## config.mk

```make
export PLATFORM = sky130hd
export DESIGN_NAME = icache_lce
export DESIGN_NICKNAME = d
export VERILOG_FILES = /design/src/hdl/lce_msg_pkg.sv /design/src/hdl/icache_pkg.sv /design/src/hdl/lce_fifo.sv /design/src/hdl/lce_tr_resp_in.sv /design/src/hdl/lce_timer.sv /design/src/hdl/lce_miss_fsm.sv /design/src/hdl/icache_data_mem.sv /design/src/hdl/icache_lce.sv
export VERILOG_INCLUDE_DIRS = /design/src /design/src/hdl
export SDC_FILE = /design/constraint.sdc
export NUM_CORES = 2
export LEC_CHECK = 0
export ABC_AREA = 1
export ABC_CLOCK_PERIOD_IN_PS = 10900
export BUFFER_PORTS_ARGS = -buffer_cell sky130_fd_sc_hd__buf_4
export CAP_MARGIN = 20
export CORE_ASPECT_RATIO = 1.25
export CORE_MARGIN = 2
export CORE_UTILIZATION = 30
export DETAILED_ROUTE_END_ITERATION = 8
export GPL_ROUTABILITY_DRIVEN = 0
export HOLD_SLACK_MARGIN = 0.12
export MAX_ROUTING_LAYER = met4
export PLACE_DENSITY = 0.44
export SLEW_MARGIN = 5
export SYNTH_ARGS = -nofsm -noshare
export SYNTH_HDL_FRONTEND = slang
export SYNTH_SLANG_ARGS = --single-unit
export TNS_END_PERCENT = 30
```

## constraint.sdc

```tcl
create_clock -name clk_i -period 10.9 [get_ports clk_i]
set_input_delay 1.635 -clock clk_i [delete_from_list [all_inputs] [get_ports clk_i]]
set_output_delay 1.635 -clock clk_i [all_outputs]
set_load 0.05 [all_outputs]
```

## src/hdl/lce_defines.svh

```systemverilog
/*
 * LCE defines. Widths, cache geometry, the id of this LCE and the
 * miss timeout shared by the instruction-cache fill engine.
 */
`ifndef LCE_DEFINES_SVH
`define LCE_DEFINES_SVH

`define LCE_ADDR_WIDTH          32  // physical address.
`define LCE_DATA_WIDTH          64  // one block is one word.
`define LCE_SETS                16
`define LCE_WAYS                2

`define LCE_ID_WIDTH            2
`define LCE_ID                  1   // id carried in outgoing requests.

`define LCE_BLOCK_OFFSET_WIDTH  3   // byte offset within a block.
`define LCE_INDEX_WIDTH         4
`define LCE_WAY_WIDTH           1

// cycles spent waiting for a fill before the miss is abandoned.
`define LCE_TIMEOUT_CYCLES      64

`endif

```

## src/hdl/lce_msg_pkg.sv

```systemverilog
/*
 * LCE message package. Messages carried on the coherence network
 * between this LCE, other LCEs and the directory.
 */
`default_nettype none

`include "lce_defines.svh"

package lce_msg_pkg;

  // miss request sent out when a block must be fetched.
  typedef struct packed {
    logic [`LCE_ADDR_WIDTH-1:0] addr;
    logic [`LCE_WAY_WIDTH-1:0]  way_id;   // victim way to fill.
    logic [`LCE_ID_WIDTH-1:0]   src_id;   // requesting LCE.
  } lce_req_t;

  // transfer response, the block sent by the LCE that owns it.
  typedef struct packed {
    logic [`LCE_ADDR_WIDTH-1:0] addr;
    logic [`LCE_WAY_WIDTH-1:0]  way_id;
    logic [`LCE_DATA_WIDTH-1:0] data;
  } lce_tr_resp_t;

endpackage

`default_nettype wire

```

## src/hdl/icache_pkg.sv

```systemverilog
/*
 * Instruction-cache package. Types internal to the cache: the
 * data-memory write packet and the miss FSM state encoding.
 */
`default_nettype none

`include "lce_defines.svh"

package icache_pkg;

  // one block write into the data memory.
  typedef struct packed {
    logic [`LCE_INDEX_WIDTH-1:0] index;
    logic [`LCE_WAY_WIDTH-1:0]   way_id;
    logic [`LCE_DATA_WIDTH-1:0]  data;
  } data_mem_pkt_t;

  // miss handling states.
  typedef enum logic [1:0] {
    e_idle,       // ready for a new miss.
    e_wait_resp,  // request sent, waiting for the block.
    e_timeout     // one cycle, reports the error.
  } miss_state_e;

endpackage

`default_nettype wire

```

## src/hdl/lce_fifo.sv

```systemverilog
/*
 * Two-entry FIFO with valid/ready on the input side and valid/yumi
 * on the output side. Payload type is a parameter.
 */
`timescale 1ns/1ps
`default_nettype none

module lce_fifo #(
  parameter type elem_t = logic [7:0]
) (
  input  wire logic clk_i,
  input  wire logic arst_n_i,

  input  wire logic  v_i,
  output logic       ready_o,
  input  wire elem_t data_i,

  output logic       v_o,
  input  wire logic  yumi_i,   // pops the head, only with v_o high.
  output elem_t      data_o
);

  elem_t      mem_q [2];
  logic       wr_ptr_q;
  logic       rd_ptr_q;
  logic [1:0] count_q;
  logic       push;
  logic       pop;

  assign ready_o = (count_q != 2'd2);
  assign v_o     = (count_q != 2'd0);
  assign data_o  = mem_q[rd_ptr_q];

  assign push = v_i & ready_o;
  assign pop  = yumi_i;

  always_ff @(posedge clk_i or negedge arst_n_i) begin
    if (!arst_n_i) begin
      wr_ptr_q <= 1'b0;
      rd_ptr_q <= 1'b0;
      count_q  <= 2'd0;
    end else begin
      if (push) wr_ptr_q <= ~wr_ptr_q;
      if (pop) rd_ptr_q <= ~rd_ptr_q;
      count_q <= count_q + {1'b0, push} - {1'b0, pop};  // push and pop may coincide.
    end
  end

  always_ff @(posedge clk_i) begin
    if (push) mem_q[wr_ptr_q] <= data_i;
  end

endmodule

`default_nettype wire

```

## src/hdl/lce_tr_resp_in.sv

```systemverilog
/*
 * Transfer-response input. Turns the response at the head of the
 * response FIFO into a data-memory write packet.
 */
`timescale 1ns/1ps
`default_nettype none

`include "lce_defines.svh"

module lce_tr_resp_in
  import lce_msg_pkg::*;
  import icache_pkg::*;
(
  input  wire lce_tr_resp_t lce_tr_resp_i,
  input  wire logic         lce_tr_resp_v_i,
  output logic              lce_tr_resp_yumi_o,

  output logic              data_mem_pkt_v_o,
  output data_mem_pkt_t     data_mem_pkt_o,
  input  wire logic         data_mem_pkt_yumi_i,

  output logic              tr_received_o    // block written this cycle.
);

  logic accepted;

  // set index sits just above the byte offset.
  assign data_mem_pkt_o.index  = lce_tr_resp_i.addr[`LCE_BLOCK_OFFSET_WIDTH +: `LCE_INDEX_WIDTH];
  assign data_mem_pkt_o.way_id = lce_tr_resp_i.way_id;
  assign data_mem_pkt_o.data   = lce_tr_resp_i.data;

  assign data_mem_pkt_v_o = lce_tr_resp_v_i;

  assign accepted           = data_mem_pkt_yumi_i & lce_tr_resp_v_i;
  assign lce_tr_resp_yumi_o = accepted;  // pops the response.
  assign tr_received_o      = accepted;

endmodule

`default_nettype wire

```

## src/hdl/lce_timer.sv

```systemverilog
/*
 * Wait timer. Counts enabled cycles from a start and flags expiry
 * once the miss timeout is reached.
 */
`timescale 1ns/1ps
`default_nettype none

`include "lce_defines.svh"

module lce_timer (
  input  wire logic clk_i,
  input  wire logic arst_n_i,

  input  wire logic start_i,   // clears the count.
  input  wire logic en_i,      // counts this cycle.
  output logic      expired_o
);

  localparam int cnt_width_lp = $clog2(`LCE_TIMEOUT_CYCLES + 1);
  localparam logic [cnt_width_lp-1:0] limit_lp = cnt_width_lp'(`LCE_TIMEOUT_CYCLES);

  logic [cnt_width_lp-1:0] cnt_q;

  always_ff @(posedge clk_i or negedge arst_n_i) begin
    if (!arst_n_i) begin
      cnt_q <= '0;
    end else if (start_i) begin
      cnt_q <= '0;
    end else if (en_i && (cnt_q != limit_lp)) begin
      cnt_q <= cnt_q + 1'b1;  // saturates at the limit.
    end
  end

  assign expired_o = (cnt_q == limit_lp);

endmodule

`default_nettype wire

```

## src/hdl/lce_miss_fsm.sv

```systemverilog
/*
 * Miss FSM. Accepts a cache miss, pushes one request into the
 * network and waits for the fill or the timeout.
 */
`timescale 1ns/1ps
`default_nettype none

`include "lce_defines.svh"

module lce_miss_fsm
  import lce_msg_pkg::*;
  import icache_pkg::*;
(
  input  wire logic                       clk_i,
  input  wire logic                       arst_n_i,

  // miss from the cache.
  input  wire logic                       miss_v_i,
  output logic                            miss_ready_o,
  input  wire logic [`LCE_ADDR_WIDTH-1:0] miss_addr_i,
  input  wire logic [`LCE_WAY_WIDTH-1:0]  miss_way_i,

  // push into the request FIFO.
  output logic                            req_v_o,
  input  wire logic                       req_ready_i,
  output lce_req_t                        req_o,

  input  wire logic                       tr_received_i,

  // wait timer.
  output logic                            timer_start_o,
  output logic                            timer_en_o,
  input  wire logic                       timer_expired_i,

  output logic                            fill_done_o,
  output logic                            miss_error_o
);

  miss_state_e state_q;
  miss_state_e state_d;
  logic        miss_accept;
  logic        fill_done_q;
  logic        miss_error_q;

  // a miss only goes through when the request can be queued.
  assign miss_ready_o = (state_q == e_idle) & req_ready_i;
  assign miss_accept  = miss_v_i & miss_ready_o;

  assign req_v_o       = (state_q == e_idle) & miss_v_i;
  assign req_o.addr    = miss_addr_i;
  assign req_o.way_id  = miss_way_i;
  assign req_o.src_id  = `LCE_ID_WIDTH'(`LCE_ID);

  assign timer_start_o = miss_accept;
  assign timer_en_o    = (state_q == e_wait_resp);

  always_comb begin
    state_d = state_q;
    case (state_q)
      e_idle: begin
        if (miss_accept) state_d = e_wait_resp;
      end
      e_wait_resp: begin
        // a fill in the expiry cycle still counts as a fill.
        if (tr_received_i) state_d = e_idle;
        else if (timer_expired_i) state_d = e_timeout;
      end
      e_timeout: state_d = e_idle;
      default: state_d = e_idle;
    endcase
  end

  always_ff @(posedge clk_i or negedge arst_n_i) begin
    if (!arst_n_i) begin
      state_q      <= e_idle;
      fill_done_q  <= 1'b0;
      miss_error_q <= 1'b0;
    end else begin
      state_q      <= state_d;
      fill_done_q  <= (state_q == e_wait_resp) & tr_received_i;  // late fills are silent.
      miss_error_q <= (state_q == e_wait_resp) & ~tr_received_i & timer_expired_i;
    end
  end

  assign fill_done_o  = fill_done_q;
  assign miss_error_o = miss_error_q;  // high during e_timeout.

endmodule

`default_nettype wire

```

## src/hdl/icache_data_mem.sv

```systemverilog
/*
 * Data memory. Single-ported block storage of sets by ways, with a
 * registered read and a packet write that yields to the read.
 */
`timescale 1ns/1ps
`default_nettype none

`include "lce_defines.svh"

module icache_data_mem
  import icache_pkg::*;
(
  input  wire logic                        clk_i,
  input  wire logic                        arst_n_i,

  input  wire logic                        pkt_v_i,
  input  wire data_mem_pkt_t               pkt_i,
  output logic                             pkt_yumi_o,

  input  wire logic                        rd_v_i,
  input  wire logic [`LCE_INDEX_WIDTH-1:0] rd_index_i,
  input  wire logic [`LCE_WAY_WIDTH-1:0]   rd_way_i,
  output logic [`LCE_DATA_WIDTH-1:0]       rd_data_o
);

  logic [`LCE_DATA_WIDTH-1:0] mem_q [`LCE_SETS][`LCE_WAYS];
  logic [`LCE_DATA_WIDTH-1:0] rd_data_q;

  // one access per cycle, the read wins.
  assign pkt_yumi_o = pkt_v_i & ~rd_v_i;

  always_ff @(posedge clk_i or negedge arst_n_i) begin
    if (!arst_n_i) begin
      for (int s = 0; s < `LCE_SETS; s++) begin
        for (int w = 0; w < `LCE_WAYS; w++) begin
          mem_q[s][w] <= '0;
        end
      end
      rd_data_q <= '0;
    end else if (rd_v_i) begin
      rd_data_q <= mem_q[rd_index_i][rd_way_i];
    end else if (pkt_yumi_o) begin
      mem_q[pkt_i.index][pkt_i.way_id] <= pkt_i.data;
    end
  end

  assign rd_data_o = rd_data_q;  // holds the last read.

endmodule

`default_nettype wire

```

## src/hdl/icache_lce.sv

```systemverilog
/*
 * Instruction-cache LCE top. Connects the miss FSM, the wait timer,
 * the request and response FIFOs, the response converter and the data memory.
 */
`timescale 1ns/1ps
`default_nettype none

`include "lce_defines.svh"

module icache_lce
  import lce_msg_pkg::*;
  import icache_pkg::*;
(
  input  wire logic                        clk_i,
  input  wire logic                        arst_n_i,

  // miss from the cache.
  input  wire logic                        miss_v_i,
  output logic                             miss_ready_o,
  input  wire logic [`LCE_ADDR_WIDTH-1:0]  miss_addr_i,
  input  wire logic [`LCE_WAY_WIDTH-1:0]   miss_way_i,

  // request to the network.
  output logic                             lce_req_v_o,
  input  wire logic                        lce_req_ready_i,
  output lce_req_t                         lce_req_o,

  // transfer response from the network.
  input  wire logic                        lce_tr_resp_v_i,
  output logic                             lce_tr_resp_ready_o,
  input  wire lce_tr_resp_t                lce_tr_resp_i,

  output logic                             fill_done_o,
  output logic                             miss_error_o,

  // observation read port.
  input  wire logic                        rd_v_i,
  input  wire logic [`LCE_INDEX_WIDTH-1:0] rd_index_i,
  input  wire logic [`LCE_WAY_WIDTH-1:0]   rd_way_i,
  output logic [`LCE_DATA_WIDTH-1:0]       rd_data_o
);

  logic          req_v;
  logic          req_ready;
  lce_req_t      req;
  logic          timer_start;
  logic          timer_en;
  logic          timer_expired;
  logic          tr_received;
  logic          resp_v;
  logic          resp_yumi;
  lce_tr_resp_t  resp;
  logic          pkt_v;
  logic          pkt_yumi;
  data_mem_pkt_t pkt;

  lce_miss_fsm u_miss_fsm (
    .clk_i           (clk_i),
    .arst_n_i        (arst_n_i),
    .miss_v_i        (miss_v_i),
    .miss_ready_o    (miss_ready_o),
    .miss_addr_i     (miss_addr_i),
    .miss_way_i      (miss_way_i),
    .req_v_o         (req_v),
    .req_ready_i     (req_ready),
    .req_o           (req),
    .tr_received_i   (tr_received),
    .timer_start_o   (timer_start),
    .timer_en_o      (timer_en),
    .timer_expired_i (timer_expired),
    .fill_done_o     (fill_done_o),
    .miss_error_o    (miss_error_o)
  );

  lce_timer u_timer (
    .clk_i     (clk_i),
    .arst_n_i  (arst_n_i),
    .start_i   (timer_start),
    .en_i      (timer_en),
    .expired_o (timer_expired)
  );

  // network side is valid/ready, so yumi is ready taken with valid.
  lce_fifo #(.elem_t(lce_req_t)) u_req_fifo (
    .clk_i    (clk_i),
    .arst_n_i (arst_n_i),
    .v_i      (req_v),
    .ready_o  (req_ready),
    .data_i   (req),
    .v_o      (lce_req_v_o),
    .yumi_i   (lce_req_ready_i & lce_req_v_o),
    .data_o   (lce_req_o)
  );

  lce_fifo #(.elem_t(lce_tr_resp_t)) u_resp_fifo (
    .clk_i    (clk_i),
    .arst_n_i (arst_n_i),
    .v_i      (lce_tr_resp_v_i),
    .ready_o  (lce_tr_resp_ready_o),
    .data_i   (lce_tr_resp_i),
    .v_o      (resp_v),
    .yumi_i   (resp_yumi),
    .data_o   (resp)
  );

  lce_tr_resp_in u_tr_resp_in (
    .lce_tr_resp_i       (resp),
    .lce_tr_resp_v_i     (resp_v),
    .lce_tr_resp_yumi_o  (resp_yumi),
    .data_mem_pkt_v_o    (pkt_v),
    .data_mem_pkt_o      (pkt),
    .data_mem_pkt_yumi_i (pkt_yumi),
    .tr_received_o       (tr_received)
  );

  icache_data_mem u_data_mem (
    .clk_i      (clk_i),
    .arst_n_i   (arst_n_i),
    .pkt_v_i    (pkt_v),
    .pkt_i      (pkt),
    .pkt_yumi_o (pkt_yumi),
    .rd_v_i     (rd_v_i),
    .rd_index_i (rd_index_i),
    .rd_way_i   (rd_way_i),
    .rd_data_o  (rd_data_o)
  );

endmodule

`default_nettype wire

```

==> run summary <==
In this run the worst path has a maximum fanout of 55. The headroom to the max-slew limit came out at 21.3%. The layout overhead on the synthesized area is 13.5%. Using the TritonRoute via totals, the vias-per-cell ratio works out to 5.12. The required time of the critical path came out at 11,600 ps.

At the pin with the least slew margin, the transition time is 1180 ps. After detailed routing, the number of remaining DRC violations is 0. The run gives 29 as the unique cell type count in the Yosys netlist. In this run the count of I/O pins placed on the die edge is 245. The finished cells cover 0.116 mm2.

The logs give 185,000 um for the estimated wirelength of the detail-placed design and 0.000159 V for the maximum ir drop on the vdd rail. Number of global-route vias before repair: 82,377. Hold is met by 479 ps. The critical path is of the in -> reg type. Once the clock tree was built, the resizer swapped 0 gates to a different size. The worst setup path is captured at a register.

The synthesized net count is 12,240, and the overflow left after global routing is 0. The insertion delay of the later-clocked pin in the worst-skew pair is 880 ps, and the number of cells traversed by the worst register-to-register path is 10. The largest single stage delay on the critical path is 820 ps. In the final timing run, aggregate negative setup slack is 0 ps. Mean cell area of the mapped netlist: 8.43 um2.

Die outline area: 0.344 mm2. Setup repair after global routing left no endpoint under its margin. In this run the horizontal extent of the chip is 525 um. Path type of the worst min-delay path: reg -> reg. The slowest cell on the critical path is sky130_fd_sc_hd__nor2_4. The DRC marker count from the first detailed-route iteration was 8,297; the data arrival at the endpoint of the critical path was 6030 ps.

In this run the most critical hold path is launched from u_data_mem.rd_data_o[38]. The cell leakage power is 51.7 nW. The routed design has 362,000 um of wire.

The library cells used most frequently in the layout, excluding fill and tap cells, are sky130_fd_sc_hd__nand2_1 (4,474), sky130_fd_sc_hd__dfrtp_1 (2,130), sky130_fd_sc_hd__nand3_1 (1,922), sky130_fd_sc_hd__o21ai_0 (1,240), sky130_fd_sc_hd__o21ai_1 (821). The tool flagged a number of max-cap violations equal to 0. The flow ran to the end, and the final reports show no timing, DRC or antenna violations. The longest clock path from root to sink contains 4 buffers. The number of antenna-violating nets in the routed design is 0, and the site row count is 239. The final total power is 0.0296 W. By instance count, the cell type seen most on the critical path is sky130_fd_sc_hd__buf_4. After detailed routing, the average wire length per cell comes to 22.2 um.

The mapped netlist covers 0.102 mm2. Hold repair after CTS inserted 0 buffers. Commonest non-fill, non-tap cell in the layout: sky130_fd_sc_hd__nand2_1.

The worst path in the final design needs a cycle of 5330 ps, including I/O delays and setup. Traced cell by cell, the critical path runs through buf_6 > inv_4 > buf_4 > o21ai_4 > buf_4 > nor2_4 > nand2_4 > buf_4 > buf_4 > nand2_1 > o21ai_1. The fraction of the cycle the final worst path needs was 48.9%. On the final layout, the worst clock skew is 62.1 ps. TritonCTS built the clock tree.

The count of buffers added on input and output ports is 214. In this run the post-CTS setup repair buffer count came out at 0. The number of buffers and inverters on the critical path works out to 6.

The worst hold path passes through 2 cells. The Yosys step of the flow raised 0 warnings. The run gives 0 as the final-report hold violation count.

In the post-route analysis, the smallest setup slack over all paths is 5570 ps. The tools report the global-route wire length before repair as 545,000 um. The minimum setup slack after placement is 4640 ps. Clock tree synthesis inserted a total of 267 buffers.

Based on the critical path, the design can be clocked at up to 0.188 GHz. The net count reported at finish is 11,827, and the vertical die dimension is 656 um. The ratio of cells with drive above 1 in the final layout is 7.81%.

The worst register-to-register path begins at u_resp_fifo.rd_ptr_q. The tools report the number of sinks handled by clock tree synthesis as 2,335. The tree is rooted in a sky130_fd_sc_hd__clkbuf_16. In the synthesized netlist, the number of instances is 12,094. The worst register-to-register path ends at u_data_mem.mem_q[748]. The power density over cell area is 256 mW/mm2, and the slack of the worst reg-to-reg path is 6090 ps. The aggregate global-route resource usage was 21.3%; the post-placement cell area was 0.107 mm2. Worst hold endpoint: u_data_mem.rd_data_o[38].

Entering global routing, the biggest net connects 190 pins. Setup violations remaining at the end of the flow were counted as 0. The H-tree was split into 5 levels.

The number of antenna violations at the first check in global routing came out at 5. On the critical path the largest part of the delay comes from buffers and inverters. The first TritonRoute pass finished after 6 iterations.

For this run, the register share of the synthesized area comes to 58.3%. Clock-pin slew was measured on the worst setup and hold paths at 60 ps. Once the floorplan was initialized, standard cells occupied 30.1% of the core. For this block, the via count after detailed routing is 83,606. The run gives 0 as the number of max-slew violations in the final report. The worst setup path is launched from a primary input. The flip-flop and latch count after synthesis is 2,335. The run gives 0.339 mm2 as the core area.
[per-layer routing]
| metal | vias up | share of wire, % | track usage (%) |
|---|---|---|---|
| met5 | - | 0 | - |
| met4 | 0 | 2.3 | 5.08 |
| met3 | 488 | 5.3 | 2.70 |
| met2 | 2477 | 48 | 35.2 |
| met1 | 41569 | 44 | 27.8 |
| li1 | 39072 | - | - |
[cells by family after synthesis]
kind of cell / share of synthesized area [%]
XOR/XNOR: 0.0602
AND/OR/NAND/NOR: 26.2
adder cells (fa/ha/maj): 0.0614
other: 0.00737
multiplexers: 0.629
buffers and inverters: 4.51
flip-flops: 58.3
AO/OA/AOI/OAI: 10.2
[report_power, final]
group / total [W] / internal [W] / leakage [nW] / switching, W
clock network: 0.00900 / 0.00527 / 4.21 / 0.00373
logic: 0.00738 / 0.00249 / 17.4 / 0.00489
registers: 0.0133 / 0.0117 / 30.1 / 0.00152
[metrics by stage]
stage | instances | utilization, %
finish | 16336 | 34.2
global route | 16334 | 34.2
CTS | 16330 | 34.2
detailed placement | 15867 | 31.6
global placement | 15866 | 31.6
floorplan | 12094 | -
[worst max-delay path by stage]
stage	from	endpoint	slack (ps)	depth (start not counted)
3_3_place_gp	rd_v_i	u_data_mem.mem_q[747]	4680	11
3_5_place_dp	rd_v_i	u_data_mem.mem_q[748]	4640	11
4_1_cts	rd_v_i	u_data_mem.mem_q[748]	5560	11
6_report	rd_v_i	u_data_mem.mem_q[748]	5570	11
2_1_floorplan	lce_tr_resp_v_i	u_resp_fifo.mem_q[1][0]	5750	2
5_1_grt	rd_v_i	u_data_mem.mem_q[752]	5460	11
[worst min-delay path, stage by stage (launching register included)]
cell                      delay (ps)
sky130_fd_sc_hd__dfrtp_1         340
sky130_fd_sc_hd__nand2_1          50
sky130_fd_sc_hd__nand2_1          60
[state kept, by name, summed over array words and instances, names as in the netlist]
| name | count |
|---|---|
| u_miss_fsm.fill_done_o | 1 |
| u_timer.cnt_q | 7 |
| u_miss_fsm.miss_error_o | 1 |
| u_resp_fifo.rd_ptr_q | 1 |
| u_data_mem.mem_q | 2048 |
| u_resp_fifo.count_q | 2 |
| u_miss_fsm.state_q | 2 |
| u_resp_fifo.mem_q | 138 |
| u_req_fifo.mem_q | 66 |
| u_req_fifo.rd_ptr_q | 1 |
| u_data_mem.rd_data_o | 64 |
| u_resp_fifo.wr_ptr_q | 1 |
| u_req_fifo.wr_ptr_q | 1 |
| u_req_fifo.count_q | 2 |
[cells in the mapped netlist]
master	n	area, um2
sky130_fd_sc_hd__a21oi_1	4	20.0
sky130_fd_sc_hd__buf_1	88	330
sky130_fd_sc_hd__buf_2	224	1120
sky130_fd_sc_hd__buf_4	6	45.0
sky130_fd_sc_hd__clkbuf_1	792	2970
sky130_fd_sc_hd__clkbuf_2	2	10.0
sky130_fd_sc_hd__clkinv_1	1	3.75
sky130_fd_sc_hd__conb_1	2	7.51
sky130_fd_sc_hd__dfrtp_1	2131	53300
sky130_fd_sc_hd__edfxtp_1	204	6130
sky130_fd_sc_hd__ha_1	5	62.6
sky130_fd_sc_hd__inv_1	23	86.3
sky130_fd_sc_hd__inv_2	6	22.5
sky130_fd_sc_hd__mux2i_1	64	641
sky130_fd_sc_hd__nand2_1	4506	16900
sky130_fd_sc_hd__nand3_1	1922	9620
sky130_fd_sc_hd__nand4_1	2	12.5
sky130_fd_sc_hd__nor2_1	30	113
sky130_fd_sc_hd__nor2_2	1	6.26
sky130_fd_sc_hd__nor2_4	1	11.3
sky130_fd_sc_hd__nor3_1	4	20.0
sky130_fd_sc_hd__o21ai_0	1240	6210
sky130_fd_sc_hd__o21ai_1	822	4110
sky130_fd_sc_hd__o21ai_2	1	8.76
sky130_fd_sc_hd__o31ai_1	1	7.51
sky130_fd_sc_hd__or2_0	1	6.26
sky130_fd_sc_hd__or2_1	4	25.0
sky130_fd_sc_hd__xnor2_1	2	17.5
sky130_fd_sc_hd__xor2_1	5	43.8
[layout make-up]
| class | count | area [um2] |
|---|---|---|
| well taps | 4458 | 5580 |
| multi-input cells | 8617 | 38400 |
| flip-flops and latches | 2335 | 59500 |
| clock inverters | 71 | 709 |
| clock buffers | 392 | 7850 |
| repair buffers | 430 | 3580 |
| inverters | 30 | 150 |
| diodes | 3 | 7.51 |
| fillers | 34988 | 223000 |
Note: power is estimated with default switching activity, not from simulation.
